$ cat config.mk
export PLATFORM = sky130hd
export DESIGN_NAME = vdp_core
export DESIGN_NICKNAME = d
export VERILOG_FILES = /design/src/design/vdp_pkg.sv /design/src/design/vdp_port_decode.sv /design/src/design/vdp_access_exec.sv /design/src/design/vdp_status_result.sv /design/src/design/vdp_core.sv
export VERILOG_INCLUDE_DIRS = /design/src /design/src/design
export SDC_FILE = /design/constraint.sdc
export NUM_CORES = 1
export LEC_CHECK = 0
export ABC_AREA = 1
export BUFFER_PORTS_ARGS = -buffer_cell sky130_fd_sc_hd__buf_2
export CAP_MARGIN = 10
export CORE_UTILIZATION = 40
export CTS_CLUSTER_SIZE = 8
export DETAILED_ROUTE_END_ITERATION = 8
export GPL_TIMING_DRIVEN = 0
export SYNTH_ARGS = -nofsm -noshare
export SYNTH_HDL_FRONTEND = slang
export SYNTH_SLANG_ARGS = --single-unit
export TNS_END_PERCENT = 20
$ cat constraint.sdc
create_clock -name reset -period 2.4 [get_ports reset]
set_input_delay 0 -clock reset [delete_from_list [all_inputs] [get_ports reset]]
set_output_delay 0 -clock reset [all_outputs]
set_load 0.01 [all_outputs]
$ cat src/design/vdp_params.svh
/*
  Sizing and constants for the host side of the VDP.
  The raster numbers assume a 525-line frame scanned at double rate on cy.
*/
`ifndef VDP_PARAMS_SVH
`define VDP_PARAMS_SVH

// Bus widths
`define VDP_DATA_W       8
`define VDP_VRAM_AW      17
`define VDP_LOW_AW       14

// Dot-state cycle and the phase granted to the CPU
`define VDP_SLOT_PHASES  4
`define VDP_CPU_SLOT     1

// Register indices still implemented
`define VDP_REG_R0       0
`define VDP_REG_R1       1
`define VDP_REG_R14      14
`define VDP_REG_R15      15
`define VDP_REG_R19      19

// Vertical blank starts on this cy value
`define VDP_VBLANK_CY    424

// Identification field of S#1 (V9958)
`define VDP_CHIP_ID      2

`endif

$ cat src/design/vdp_pkg.sv
/*
  Types passed between the port decoder, the access executor and the
  status stage. Widths come from vdp_params.svh.
*/
`default_nettype none

package vdp_pkg;

`include "vdp_params.svh"

  // ------------------------------------------------------------
  // Basic data types
  // ------------------------------------------------------------
  typedef logic [`VDP_DATA_W-1:0]  data_t;
  typedef logic [`VDP_VRAM_AW-1:0] vram_addr_t;

  // Operations decoded from host port accesses
  typedef enum logic [2:0] {
    OP_NONE,
    OP_VRAM_WR,
    OP_VRAM_RD,
    OP_ADDR_SET,
    OP_REG_WR,
    OP_STATUS_RD
  } vdp_op_e;

  // One-cycle operation strobe from the decoder
  typedef struct packed {
    logic                   valid;
    vdp_op_e                op;
    logic [5:0]             reg_num;
    data_t                  data;
    logic [`VDP_LOW_AW-1:0] addr_lo;
  } port_op_t;

  // Register bits that the status stage needs
  typedef struct packed {
    logic       hsync_int_en;
    logic       vsync_int_en;
    logic [3:0] status_sel;
    logic [7:0] int_line;
  } ctrl_regs_t;

  // Completion of an executed operation
  typedef struct packed {
    logic  done;
    logic  is_read;
    data_t rd_data;
  } exec_done_t;

  // ------------------------------------------------------------
  // FSM states
  // ------------------------------------------------------------
  typedef enum logic {
    LATCH_EMPTY,
    LATCH_FULL
  } decode_state_e;

  typedef enum logic {
    EXEC_IDLE,
    EXEC_WAIT_SLOT
  } exec_state_e;

endpackage

`default_nettype wire

$ cat src/design/vdp_port_decode.sv
/*
  Host port decoder. reset is the clock, clk21m the async active-high reset.
  Modes 2 and 3 are ignored. The host waits for ack before the next req.
*/
`timescale 1ns/10ps
`default_nettype none

module vdp_port_decode (
  input  wire                   reset,
  input  wire                   clk21m,
  input  wire                   req,
  input  wire                   wrt,
  input  wire  [1:0]            mode,
  input  wire  vdp_pkg::data_t  dbo,
  output vdp_pkg::port_op_t     op,
  output logic                  latch_ack
);

  vdp_pkg::decode_state_e state;
  vdp_pkg::data_t         latch_q;
  logic                   data_acc;
  logic                   stat_rd;
  logic                   ctrl_wr;

  // Port classification
  assign data_acc = req && (mode == 2'd0);
  assign stat_rd  = req && (mode == 2'd1) && !wrt;
  assign ctrl_wr  = req && (mode == 2'd1) && wrt;

  // ------------------------------------------------------------
  // Control latch FSM and op strobe
  // ------------------------------------------------------------
  always_ff @(posedge reset or posedge clk21m) begin
    if (clk21m) begin
      state     <= vdp_pkg::LATCH_EMPTY;
      op        <= '0;
      latch_ack <= 1'b0;
    end else begin
      op        <= '0;
      latch_ack <= 1'b0;
      if (data_acc) begin
        state    <= vdp_pkg::LATCH_EMPTY;
        op.valid <= 1'b1;
        op.op    <= wrt ? vdp_pkg::OP_VRAM_WR : vdp_pkg::OP_VRAM_RD;
        op.data  <= dbo;
      end else if (stat_rd) begin
        state    <= vdp_pkg::LATCH_EMPTY;
        op.valid <= 1'b1;
        op.op    <= vdp_pkg::OP_STATUS_RD;
      end else if (ctrl_wr) begin
        if (state == vdp_pkg::LATCH_EMPTY) begin
          // First byte only fills the latch
          state     <= vdp_pkg::LATCH_FULL;
          latch_ack <= 1'b1;
        end else begin
          state      <= vdp_pkg::LATCH_EMPTY;
          op.valid   <= 1'b1;
          op.reg_num <= dbo[5:0];
          op.data    <= latch_q;
          op.addr_lo <= {dbo[5:0], latch_q};
          // Bit 7 picks register write over address setup
          op.op      <= dbo[7] ? vdp_pkg::OP_REG_WR : vdp_pkg::OP_ADDR_SET;
        end
      end
    end
  end

  // First control byte
  always_ff @(posedge reset) begin
    if (ctrl_wr && (state == vdp_pkg::LATCH_EMPTY)) begin
      latch_q <= dbo;
    end
  end

endmodule

`default_nettype wire

$ cat src/design/vdp_access_exec.sv
/*
  Control registers, VRAM address counter and CPU-slot VRAM access.
  A VRAM op waits for the CPU phase, so it completes within 4 cycles.
*/
`timescale 1ns/10ps
`default_nettype none

`include "vdp_params.svh"

module vdp_access_exec (
  input  wire                      reset,
  input  wire                      clk21m,
  input  wire  vdp_pkg::port_op_t  op,
  input  wire  [15:0]              pram_dbi,
  output vdp_pkg::ctrl_regs_t      regs,
  output vdp_pkg::exec_done_t      done,
  output vdp_pkg::vram_addr_t      pram_adr,
  output logic                     pram_we_n,
  output vdp_pkg::data_t           pram_dbo
);

  localparam int unsigned SLOT_W = $clog2(`VDP_SLOT_PHASES);

  vdp_pkg::exec_state_e                state;
  logic [SLOT_W-1:0]                   slot;
  vdp_pkg::vram_addr_t                 vaddr;
  vdp_pkg::vram_addr_t                 vaddr_next;
  logic [`VDP_VRAM_AW-`VDP_LOW_AW-1:0] r14;
  logic                                pend_wr;
  vdp_pkg::data_t                      wr_data;
  vdp_pkg::data_t                      rd_data_q;
  vdp_pkg::data_t                      lane_byte;
  logic                                done_q;
  logic                                is_read_q;
  logic                                exec_op;
  logic                                grant;

  assign exec_op    = op.valid && (op.op != vdp_pkg::OP_STATUS_RD);
  assign grant      = (state == vdp_pkg::EXEC_WAIT_SLOT) &&
                      (slot == SLOT_W'(`VDP_CPU_SLOT));
  assign vaddr_next = vaddr + 1'b1;

  // Byte lane picked by address bit 0
  assign lane_byte = vaddr[0] ? pram_dbi[15:8] : pram_dbi[7:0];

  assign pram_adr  = vaddr;
  assign pram_we_n = ~(grant & pend_wr);
  assign pram_dbo  = wr_data;
  assign done      = '{done: done_q, is_read: is_read_q, rd_data: rd_data_q};

  // Dot-state counter
  always_ff @(posedge reset or posedge clk21m) begin
    if (clk21m) begin
      slot <= '0;
    end else if (slot == SLOT_W'(`VDP_SLOT_PHASES - 1)) begin
      slot <= '0;
    end else begin
      slot <= slot + 1'b1;
    end
  end

  // ------------------------------------------------------------
  // Executor FSM
  // ------------------------------------------------------------
  always_ff @(posedge reset or posedge clk21m) begin
    if (clk21m) begin
      state     <= vdp_pkg::EXEC_IDLE;
      vaddr     <= '0;
      r14       <= '0;
      pend_wr   <= 1'b0;
      regs      <= '0;
      done_q    <= 1'b0;
      is_read_q <= 1'b0;
    end else begin
      done_q <= 1'b0;
      case (state)
        vdp_pkg::EXEC_IDLE: begin
          if (exec_op) begin
            case (op.op)
              vdp_pkg::OP_VRAM_WR, vdp_pkg::OP_VRAM_RD: begin
                state   <= vdp_pkg::EXEC_WAIT_SLOT;
                pend_wr <= (op.op == vdp_pkg::OP_VRAM_WR);
              end
              vdp_pkg::OP_ADDR_SET: begin
                // High bits come from R14
                vaddr     <= {r14, op.addr_lo};
                done_q    <= 1'b1;
                is_read_q <= 1'b0;
              end
              vdp_pkg::OP_REG_WR: begin
                case (op.reg_num)
                  6'(`VDP_REG_R0):  regs.hsync_int_en <= op.data[4];
                  6'(`VDP_REG_R1):  regs.vsync_int_en <= op.data[5];
                  6'(`VDP_REG_R14): r14 <= op.data[2:0];
                  6'(`VDP_REG_R15): regs.status_sel <= op.data[3:0];
                  6'(`VDP_REG_R19): regs.int_line <= op.data;
                  default: ;
                endcase
                done_q    <= 1'b1;
                is_read_q <= 1'b0;
              end
              default: ;
            endcase
          end
        end
        vdp_pkg::EXEC_WAIT_SLOT: begin
          if (grant) begin
            vaddr <= vaddr_next;
            // Carry out of the low bits moves R14 along
            if (&vaddr[`VDP_LOW_AW-1:0]) begin
              r14 <= vaddr_next[`VDP_VRAM_AW-1:`VDP_LOW_AW];
            end
            done_q    <= 1'b1;
            is_read_q <= ~pend_wr;
            state     <= vdp_pkg::EXEC_IDLE;
          end
        end
        default: state <= vdp_pkg::EXEC_IDLE;
      endcase
    end
  end

  // Write byte and read capture
  always_ff @(posedge reset) begin
    if (exec_op && (op.op == vdp_pkg::OP_VRAM_WR)) begin
      wr_data <= op.data;
    end
    if (grant) begin
      rd_data_q <= lane_byte;
    end
  end

endmodule

`default_nettype wire

$ cat src/design/vdp_status_result.sv
/*
  Interrupt flags, int_n, S#0/S#1 read-back and the host ack/dbi.
  Flags set once on entry to a matching raster position.
*/
`timescale 1ns/10ps
`default_nettype none

`include "vdp_params.svh"

module vdp_status_result (
  input  wire                        reset,
  input  wire                        clk21m,
  input  wire  vdp_pkg::port_op_t    op,
  input  wire                        latch_ack,
  input  wire  vdp_pkg::exec_done_t  done,
  input  wire  vdp_pkg::ctrl_regs_t  regs,
  input  wire  [10:0]                cx,
  input  wire  [9:0]                 cy,
  output logic                       ack,
  output vdp_pkg::data_t             dbi,
  output logic                       int_n
);

  logic           vb_match;
  logic           ln_match;
  logic           vb_match_q;
  logic           ln_match_q;
  logic           f_flag;
  logic           fh_flag;
  logic           stat_rd;
  vdp_pkg::data_t status_byte;

  // Raster matches
  assign vb_match = (cx == '0) && (cy == 10'(`VDP_VBLANK_CY));
  assign ln_match = (cx == '0) && (cy[8:1] == regs.int_line);

  assign stat_rd = op.valid && (op.op == vdp_pkg::OP_STATUS_RD);

  // Status register mux
  always_comb begin
    case (regs.status_sel)
      4'd0:    status_byte = {f_flag, 7'd0};
      4'd1:    status_byte = {2'b00, 5'(`VDP_CHIP_ID), fh_flag};
      default: status_byte = '0;
    endcase
  end

  assign int_n = ~((f_flag & regs.vsync_int_en) | (fh_flag & regs.hsync_int_en));

  // ------------------------------------------------------------
  // Flags and ack
  // ------------------------------------------------------------
  always_ff @(posedge reset or posedge clk21m) begin
    if (clk21m) begin
      vb_match_q <= 1'b0;
      ln_match_q <= 1'b0;
      f_flag     <= 1'b0;
      fh_flag    <= 1'b0;
      ack        <= 1'b0;
    end else begin
      vb_match_q <= vb_match;
      ln_match_q <= ln_match;
      ack        <= latch_ack | done.done | stat_rd;

      // New match wins over a read in the same cycle
      if (vb_match && !vb_match_q) begin
        f_flag <= 1'b1;
      end else if (stat_rd && (regs.status_sel == 4'd0)) begin
        f_flag <= 1'b0;
      end

      if (ln_match && !ln_match_q) begin
        fh_flag <= 1'b1;
      end else if (stat_rd && (regs.status_sel == 4'd1)) begin
        fh_flag <= 1'b0;
      end
    end
  end

  // Read data, valid in the ack cycle
  always_ff @(posedge reset) begin
    if (stat_rd) begin
      dbi <= status_byte;
    end else if (done.done && done.is_read) begin
      dbi <= done.rd_data;
    end
  end

endmodule

`default_nettype wire

$ cat src/design/vdp_core.sv
/*
  Host side of the VDP. reset is the clock, clk21m the async active-high reset.
  Raster position arrives on cx/cy. VRAM reads go out on demand.
*/
`timescale 1ns/10ps
`default_nettype none

module vdp_core (
  input  wire                    reset,
  input  wire                    clk21m,
  input  wire                    req,
  input  wire                    wrt,
  input  wire  [1:0]             mode,
  input  wire  vdp_pkg::data_t   dbo,
  input  wire  [15:0]            pram_dbi,
  input  wire  [10:0]            cx,
  input  wire  [9:0]             cy,
  output wire                    ack,
  output vdp_pkg::data_t         dbi,
  output wire                    int_n,
  output vdp_pkg::vram_addr_t    pram_adr,
  output wire                    pram_we_n,
  output vdp_pkg::data_t         pram_dbo
);

  vdp_pkg::port_op_t   port_op;
  vdp_pkg::ctrl_regs_t ctrl_regs;
  vdp_pkg::exec_done_t exec_done;
  wire                 latch_ack;

  // Host port decode
  vdp_port_decode port_decode_i (
    .reset     (reset),
    .clk21m    (clk21m),
    .req       (req),
    .wrt       (wrt),
    .mode      (mode),
    .dbo       (dbo),
    .op        (port_op),
    .latch_ack (latch_ack)
  );

  // Registers and VRAM access
  vdp_access_exec access_exec_i (
    .reset     (reset),
    .clk21m    (clk21m),
    .op        (port_op),
    .pram_dbi  (pram_dbi),
    .regs      (ctrl_regs),
    .done      (exec_done),
    .pram_adr  (pram_adr),
    .pram_we_n (pram_we_n),
    .pram_dbo  (pram_dbo)
  );

  // Interrupts, status and ack
  vdp_status_result status_result_i (
    .reset     (reset),
    .clk21m    (clk21m),
    .op        (port_op),
    .latch_ack (latch_ack),
    .done      (exec_done),
    .regs      (ctrl_regs),
    .cx        (cx),
    .cy        (cy),
    .ack       (ack),
    .dbi       (dbi),
    .int_n     (int_n)
  );

endmodule

`default_nettype wire

==> results of run 1 <==
-- placed cells by master (no fill, tap or decap), drive strengths merged, types with 2 or more instances in the layout --
cell type	n
a21oi	19
a31oi	3
buf	97
bufinv	2
clkbuf	11
clkinv	4
dfrtp	73
dlygate4sd3	30
edfxtp	32
ha	3
inv	70
nand2	147
nand3	34
nand4	11
nor2	61
nor3	9
o21ai	36
o21bai	2
o22ai	10
or2	3
xnor2	7
-- layout make-up --
type	count	area, sq um	share of cell area, %
inverters	70	265	4.39
well taps	143	179	2.96
flip-flops and latches	105	2790	46.2
repair buffers	116	731	12.1
clock inverters	7	92.6	1.53
multi-input cells	350	1680	27.8
clock buffers	9	225	3.73
plain buffers	13	77.6	1.28
-- sequential cells by signal, summed over array words and instances (netlist names) --
register and cells:
access_exec_i.done_q 1, access_exec_i.r14 3, port_decode_i.state 1, status_result_i.ln_match_q 1
access_exec_i.state 1, port_decode_i.op 26, status_result_i.f_flag 1, access_exec_i.slot 2
access_exec_i.pend_wr 1, access_exec_i.rd_data_q 8, status_result_i.ack 1, access_exec_i.is_read_q 1
status_result_i.vb_match_q 1, access_exec_i.pram_dbo 8, status_result_i.fh_flag 1, port_decode_i.latch_q 8
access_exec_i.regs 14, access_exec_i.pram_adr 17, status_result_i.dbi 8, port_decode_i.latch_ack 1
-- synth_stat cells, types with 4 or more instances --
| master | instances | area share (%) |
|---|---|---|
| a21oi_1 | 19 | 2.0 |
| buf_2 | 8 | 0.83 |
| dfrtp_1 | 73 | 38 |
| edfxtp_1 | 32 | 20 |
| inv_1 | 66 | 5.2 |
| nand2_1 | 145 | 11 |
| nand3_1 | 31 | 3.2 |
| nand4_1 | 10 | 1.3 |
| nor2_1 | 55 | 4.3 |
| nor3_1 | 8 | 0.83 |
| o21ai_0 | 31 | 3.2 |
| o21ai_2 | 4 | 0.73 |
| o22ai_1 | 10 | 1.3 |
| xnor2_1 | 7 | 1.3 |
-- metal layers --
metal | vias to the layer above | share of wire, % | wire (microns)
met5 | - | 0 | 0
met2 | 93 | 49 | 5440
met3 | 15 | 3.6 | 402
met4 | 0 | 1.6 | 174
met1 | 1865 | 46 | 5120
li1 | 1992 | - | -
-- power groups by stage --
| stage | clock network (uW) | logic (uW) | registers, uW |
|---|---|---|---|
| after CTS | 1600 | 766 | 2140 |
| after global placement | 0 | 683 | 2170 |
| final | 1560 | 760 | 2140 |
| after floorplan | 0 | 388 | 2190 |
| after detailed placement | 0 | 699 | 2170 |
| after global routing | 1660 | 865 | 2160 |
-- cells by family after synthesis --
family                     after synthesis
and+or+nand+nor                        267
DFF                                    105
buffers and inverters                   83
AOI/OAI and AO/OA                       73
xor gates and xnor gates                 7
adders and majority gates                3
-- how the worst max path moves through the flow --
stage                                          start                                     end  slack, ns
2_1_floorplan                                 clk21m          access_exec_i.done_q$_DFF_PP0_       0.55
3_3_place_gp                                  clk21m  access_exec_i.pram_adr[11]$_DFFE_PP0P_      -0.31
3_5_place_dp          port_decode_i.op[29]$_DFF_PP0_        status_result_i.dbi[2]$_DFFE_PP_       0.65
4_1_cts        access_exec_i.pram_adr[0]$_DFFE_PP0P_    access_exec_i.rd_data_q[0]$_DFFE_PP_       0.34
5_1_grt        access_exec_i.pram_adr[0]$_DFFE_PP0P_    access_exec_i.rd_data_q[4]$_DFFE_PP_       0.20
6_report       access_exec_i.pram_adr[0]$_DFFE_PP0P_    access_exec_i.rd_data_q[4]$_DFFE_PP_       0.35
-- tightest hold or removal path: cells and delay by family --
| family | cells | cell delay (ns) |
|---|---|---|
| buf+inv | 2 | 0.12 |
| simple gates | 4 | 0.21 |
-- metrics by stage --
stage	worst slack [ns]	utilization [%]	total power [uW]
finish	0.353	52.2	4460
global route	0.202	52.2	4690
CTS	0.336	52.2	4500
detailed placement	0.652	46.9	2870
global placement	-0.308	46.8	2850
floorplan	0.547	-	2580
==> impl_results.md, run 1 <==
- Status: finished with violations
- Failing checks: DRC
- Stages on worst setup path: 5
- Global-route wire length before repair: roughly 19000 microns
- Largest net degree at the start of global routing: 74
- Slowest CP cell: dlygate4sd3_1
- Sequential fraction of the synthesis area: 58.0%
- Rel. slew slack: about two fifths
- Vias in the first global route: approximately 3.8k
- Final instance area: about 6000 sq um
- Net Count, Synth: 592
- Average cell area after synthesis: between 8 and 9 sq um
- Fin. max-slew vios: 0
- P_leak: about 0.0029 uW
- Number of synthesized flops with an enable pin: 32
- Compound-gate portion of the synthesized area: under 10%
- Fmax: slightly below 0.5 GHz
- P_int: between 3000 and 4000 uW
- Largest family of logic cells by synthesized area: simple AND/OR/NAND/NOR gates
- Ant diodes: 0
- Family with the most delay on the worst path: buffers and inverters
- Fin. Hold Viols: 0
- FFs w/ async S/R, synth: 69.5%
- Vias/cell: slightly below 5
- Combinational fraction of design power: 17.0%
- Clock power share: between 30% and 40%
- Max-cap violations: 0
- GRT Total Usage: between 10% and 20%
- CTS clk-pin slew, worst paths: 0.07 ns
- CP max stage delay: between 0.5 and 0.6 ns
- Critical Path End Type: flip-flop
- Startpoint types: flip-flop
- CTS Root Cell: clkbuf_16
- Peak VDD IR: approximately 0.42 mV
- GPL Wtd Cong: 0.855
- Number of hold buffers added after CTS: 30
- Clock Path Buffers: 2
- Final layout net count: between 700 and 800
- Primary FF master, synth: dfrtp_1
- Setup violators final: 0
- Clock Latency Late Sink: roughly 0.35 ns
- Placed Area: about 5400 sq um
- Core Region: between 10000 and 15000 sq um
- Initial DRC Count: roughly 200
- Most frequent CP cell: nand2_1
- Worst Hold Launch: cx[6]
- Fin cells: slightly above 800
- R2r setup slk: 0.35 ns
- Routed length per instance: around 14 microns
- Met3 Use GR: roughly 3.9%
- Buffer count from post-CTS setup fixing: 0
- Post-synth cell types: 36
- Share of layout cells above drive strength 1: between 20% and 30%
- Minimum clock period: 2.05 ns
- HP Class: in -> reg
- Reg2reg end: access_exec_i.rd_data_q[4]$_DFFE_PP_
- Initial Utilization: 41.6%
- Clk sinks: roughly 110
- CP cell instances: buf_2 > clkinv_1 > nand2_1 > nand2_1 > dlygate4sd3_1
- R2R depth: 5
- Netlist Area Pre-Place: ~4800 sq um
- Die height: roughly 110 microns
- Antenna viol nets, final: 0
- Critical Path AT: between 2 and 2.5 ns
- Worst Path Buf+Inv: 3
- H-tree depth: 3
- GR peak layer: met2
- Clock Skew: between 0.006 and 0.007 ns
- FILL cells: approximately 1.1k
- Reg-to-reg startpoint: access_exec_i.pram_adr[0]$_DFFE_PP0P_
- Setup TNS: 0 ns
- RSZ-0062 raised after global routing: false
- Worst-path fanout max: 10
- Reg power frac: ~48%
- Final HPWL DP: 8060 microns
- Die Width: around 110 microns
- Synth Instances: 538
- GRT overflow: 0
- Switching Share: between 20% and 30%
- Xor and xnor area share after synthesis: 1.28%
- CTS Buf Count: 9
- GRT met1 Usage: approximately 25%
- Switch Pwr: roughly 1200 uW
- # port buffers: 86
- Worst Path Required: between 2 and 2.5 ns
- Die ar.: 12500 sq um
- Post-synthesis adder-cell area fraction: 0.781%
- Worst Tran Pin Value: approximately 0.88 ns
- Inst Count DP: roughly 770
- Final period util: ~85%
- Routed WL: approximately 11000 microns
- Synth Area in Simple Gates: around a quarter
- WHS: between 0.002 and 0.003 ns
- Setup CP Type: reg -> reg
- CTS tree: done
- Initial antenna violation count: 0
- Met2 usage: between 30 and 40%
- End of the worst hold path: status_result_i.vb_match_q$_DFF_PP0_
- Area Overhead vs Synth: 25.6%
- Residual DRC: 6
- Worst Hold Depth: 6
- Mux contribution to synthesized area: 0%
- Synthesized flop and latch total: approximately 110
- IO Pins: 87
- Synth warn: 0
- Post-CTS sizing: 0
- Cell area power density: approximately 740 nW/um^2
- Row count: 39
- Via Count: approximately 4.0k
- TritonRoute pass-1 iters: 7
(Power assumes the default switching activity.)
==> inputs of run 2 (changes only) <==
--- a/config.mk
+++ b/config.mk
@@ -13,6 +13,7 @@
 export CTS_CLUSTER_SIZE = 8
 export DETAILED_ROUTE_END_ITERATION = 8
 export GPL_TIMING_DRIVEN = 0
+export RECOVER_POWER = 100
 export SYNTH_ARGS = -nofsm -noshare
 export SYNTH_HDL_FRONTEND = slang
 export SYNTH_SLANG_ARGS = --single-unit
==> run 2 against run 1 <==
Compared with the run above: the flow finishes with violations (DRC, capacitance limit); fmax fell by 1.3%; final area fell by 2.2%; global-route usage did not move; sequential share of layout area rose by 1.0 points; register-to-register slack got worse by 0.03 ns; sequential cell count did not move; clock skew barely moved; sequential power barely moved; power fell by 0.88%; non-clock buffer count did not move; highest routed layer unchanged.
==> impl_results.md, run 2 (same netlist as run 1, synthesis figures left out) <==
- Status: finished with violations
- Failing checks: DRC, capacitance limit
- Final HPWL DP: between 8000 and 9000 microns
- Sequential cell area: ~2800 sq um
- H-tree depth: 3
- Ant diodes: 0
- Worst Tran Pin Value: approximately 1.5 ns
- Reg power frac: between 40% and 50%
- Met3 Use GR: between 3 and 4%
- Clock Path Buffers: 2
- CP max stage delay: between 0.5 and 0.6 ns
- Rel. slew slack: around 1.1%
- GRT overflow: 0
- Most frequent CP cell: nand2_1
- Fin cells: roughly 810
- Most frequent cells in the layout: nand2_1 (146), dfrtp_1 (73), inv_1 (66)
- Switching Share: 28.1%
- P_int: 3180 uW
- Clock Latency Late Sink: between 0.3 and 0.4 ns
- CTS Buf Count: 9
- Final layout net count: slightly above 700
- Switch Pwr: 1240 uW
- GR peak layer: met2
- Place WS: around 0.65 ns
- # port buffers: 86
- WHS: 0.00543 ns
- Fmax: around 0.48 GHz
- Clock power share: 35.2%
- Residual DRC: 6
- FILL cells: roughly 1.1k
- CP cell instances: clkbuf_2 > clkinv_1 > nand2_1 > nand2_1 > dlygate4sd3_1
- Multi-input gate area: around 1600 sq um
- GRT met1 Usage: between 20% and 30%
- Met2 usage: between 30 and 40%
- Die ar.: between 10000 and 15000 sq um
- Worst Path Buf+Inv: 3
- HP Class: in -> reg
- Routed WL: 11200 microns
- Setup CP Type: reg -> reg
- Clk sinks: roughly 110
- Fin. max-slew vios: 0
- Row count: 39
- Share of layout cells above drive strength 1: 11.3%
- Fin. Hold Viols: 0
- CTS tree: done
- Vias/cell: just under 5
- Max reg flops: 26
- Core Region: about 12000 sq um
- Initial DRC Count: around 220
- Top reg by flops: port_decode_i.op
- Inst Count DP: 767
- TritonRoute pass-1 iters: 7
- Clock Skew: 0.00697 ns
- Worst-path fanout max: 10
- Post-CTS sizing: 0
- Routed length per instance: ~14 microns
- Die Width: 112 microns
- Worst Path Required: between 2 and 2.5 ns
- P_leak: roughly 0.0028 uW
- Antenna viol nets, final: 0
- Global-route wire length before repair: approximately 19000 microns
- Vias in the first global route: approximately 3.8k
- Die height: between 100 and 150 microns
- RSZ-0062 raised after global routing: false
- Startpoint types: flip-flop
- CTS Root Cell: clkbuf_16
- Critical Path AT: 2.16 ns
- Combinational fraction of design power: between 15 and 20%
- Initial Utilization: about 42%
- Final period util: around 86%
- Largest net degree at the start of global routing: 74
- Area Overhead vs Synth: 22.8%
- Peak VDD IR: 0.438 mV
- Family with the most delay on the worst path: buffers and inverters
- IO Pins: 87
- Via Count: approximately 4k
- Most common cell after layout, fill and taps aside: nand2_1
- Slowest CP cell: dlygate4sd3_1
- Initial antenna violation count: 0
- CTS clk-pin slew, worst paths: roughly 0.070 ns
- Minimum clock period: just over 2 ns
- GPL Wtd Cong: approximately 0.85
- Post-route setup slack: around 0.33 ns
- Post-layout util: 51.1%
- Cell area power density: 748 nW/um^2
- Critical Path End Type: flip-flop
- Setup violators final: 0
- GRT Total Usage: around 19%
- Max-cap violations: 1
-- run 2: cell types whose count changed in the layout (fill, tap and decap cells not counted), moves of 2 or more --
cell      change
clkbuf_1     +49
o21ai_0       +3
nand3_1       +2
o21ai_2       -2
nor2_1        +3
buf_2        -48
nand3_2       -2
nor2_4        -2
buf_6         -2
-- run 2: worst reg2reg max path, delay by kind of cell, from the launching register on --
kind	cells	cell delay (ns)
buf+inv	3	1.19
simple gates	2	0.21
flops	1	0.42
-- run 2: final timing paths --
check / to / cells after the start / from / slack, ns
hold reg to reg: status_result_i.f_flag$_DFFE_PP0P_ / 1 / status_result_i.vb_match_q$_DFF_PP0_ / 0.43
min in group asynchronous: access_exec_i.regs[6]$_DFFE_PP0P_ / 3 / clk21m / 0.64
max in group asynchronous: access_exec_i.pram_adr[13]$_DFFE_PP0P_ / 3 / clk21m / 0.87
hold / removal: status_result_i.vb_match_q$_DFF_PP0_ / 6 / cx[6] / 0.005
setup / recovery: access_exec_i.rd_data_q[4]$_DFFE_PP_ / 5 / access_exec_i.pram_adr[0]$_DFFE_PP0P_ / 0.33
setup reg to reg: access_exec_i.rd_data_q[4]$_DFFE_PP_ / 5 / access_exec_i.pram_adr[0]$_DFFE_PP0P_ / 0.33
-- run 2: repair_timing --
action	CTS	global route
hold buffers	30	0
setup buffers	0	0
endpoints found under the hold margin	108	0
-- run 2: power by group through the flow --
stage / Sequential, uW / Clock [uW] / Combinational (uW)
floorplan: 2190 / 0 / 388
global placement: 2170 / 0 / 683
detailed placement: 2170 / 0 / 699
CTS: 2140 / 1600 / 766
global route: 2160 / 1660 / 826
finish: 2140 / 1560 / 722
-- run 2: final cells by class --
class                      instances  area share, %
buffer                            13          0.974
clock buffer                       9           3.81
clock inverter                     7           1.57
inverter                          70           4.45
multi-input combinational        350           27.5
sequential                       105           47.2
tap                              143           3.03
timing repair buffer             116           11.5
-- run 2: through the flow --
step | area (sq um) | power (uW) | TNS, ns
after floorplan | 4810 | 2580 | 0
after global placement | 5420 | 2850 | -21.99
after detailed placement | 5420 | 2870 | 0
after CTS | 6040 | 4500 | 0
after global routing | 5910 | 4650 | 0
final | 5910 | 4420 | 0
-- run 2: layer usage --
| metal | share of wire [%] | vias up |
|---|---|---|
| met4 | 1.2 | 0 |
| li1 | - | 1992 |
| met3 | 4.0 | 11 |
| met1 | 46 | 1861 |
| met5 | 0 | - |
| met2 | 49 | 106 |
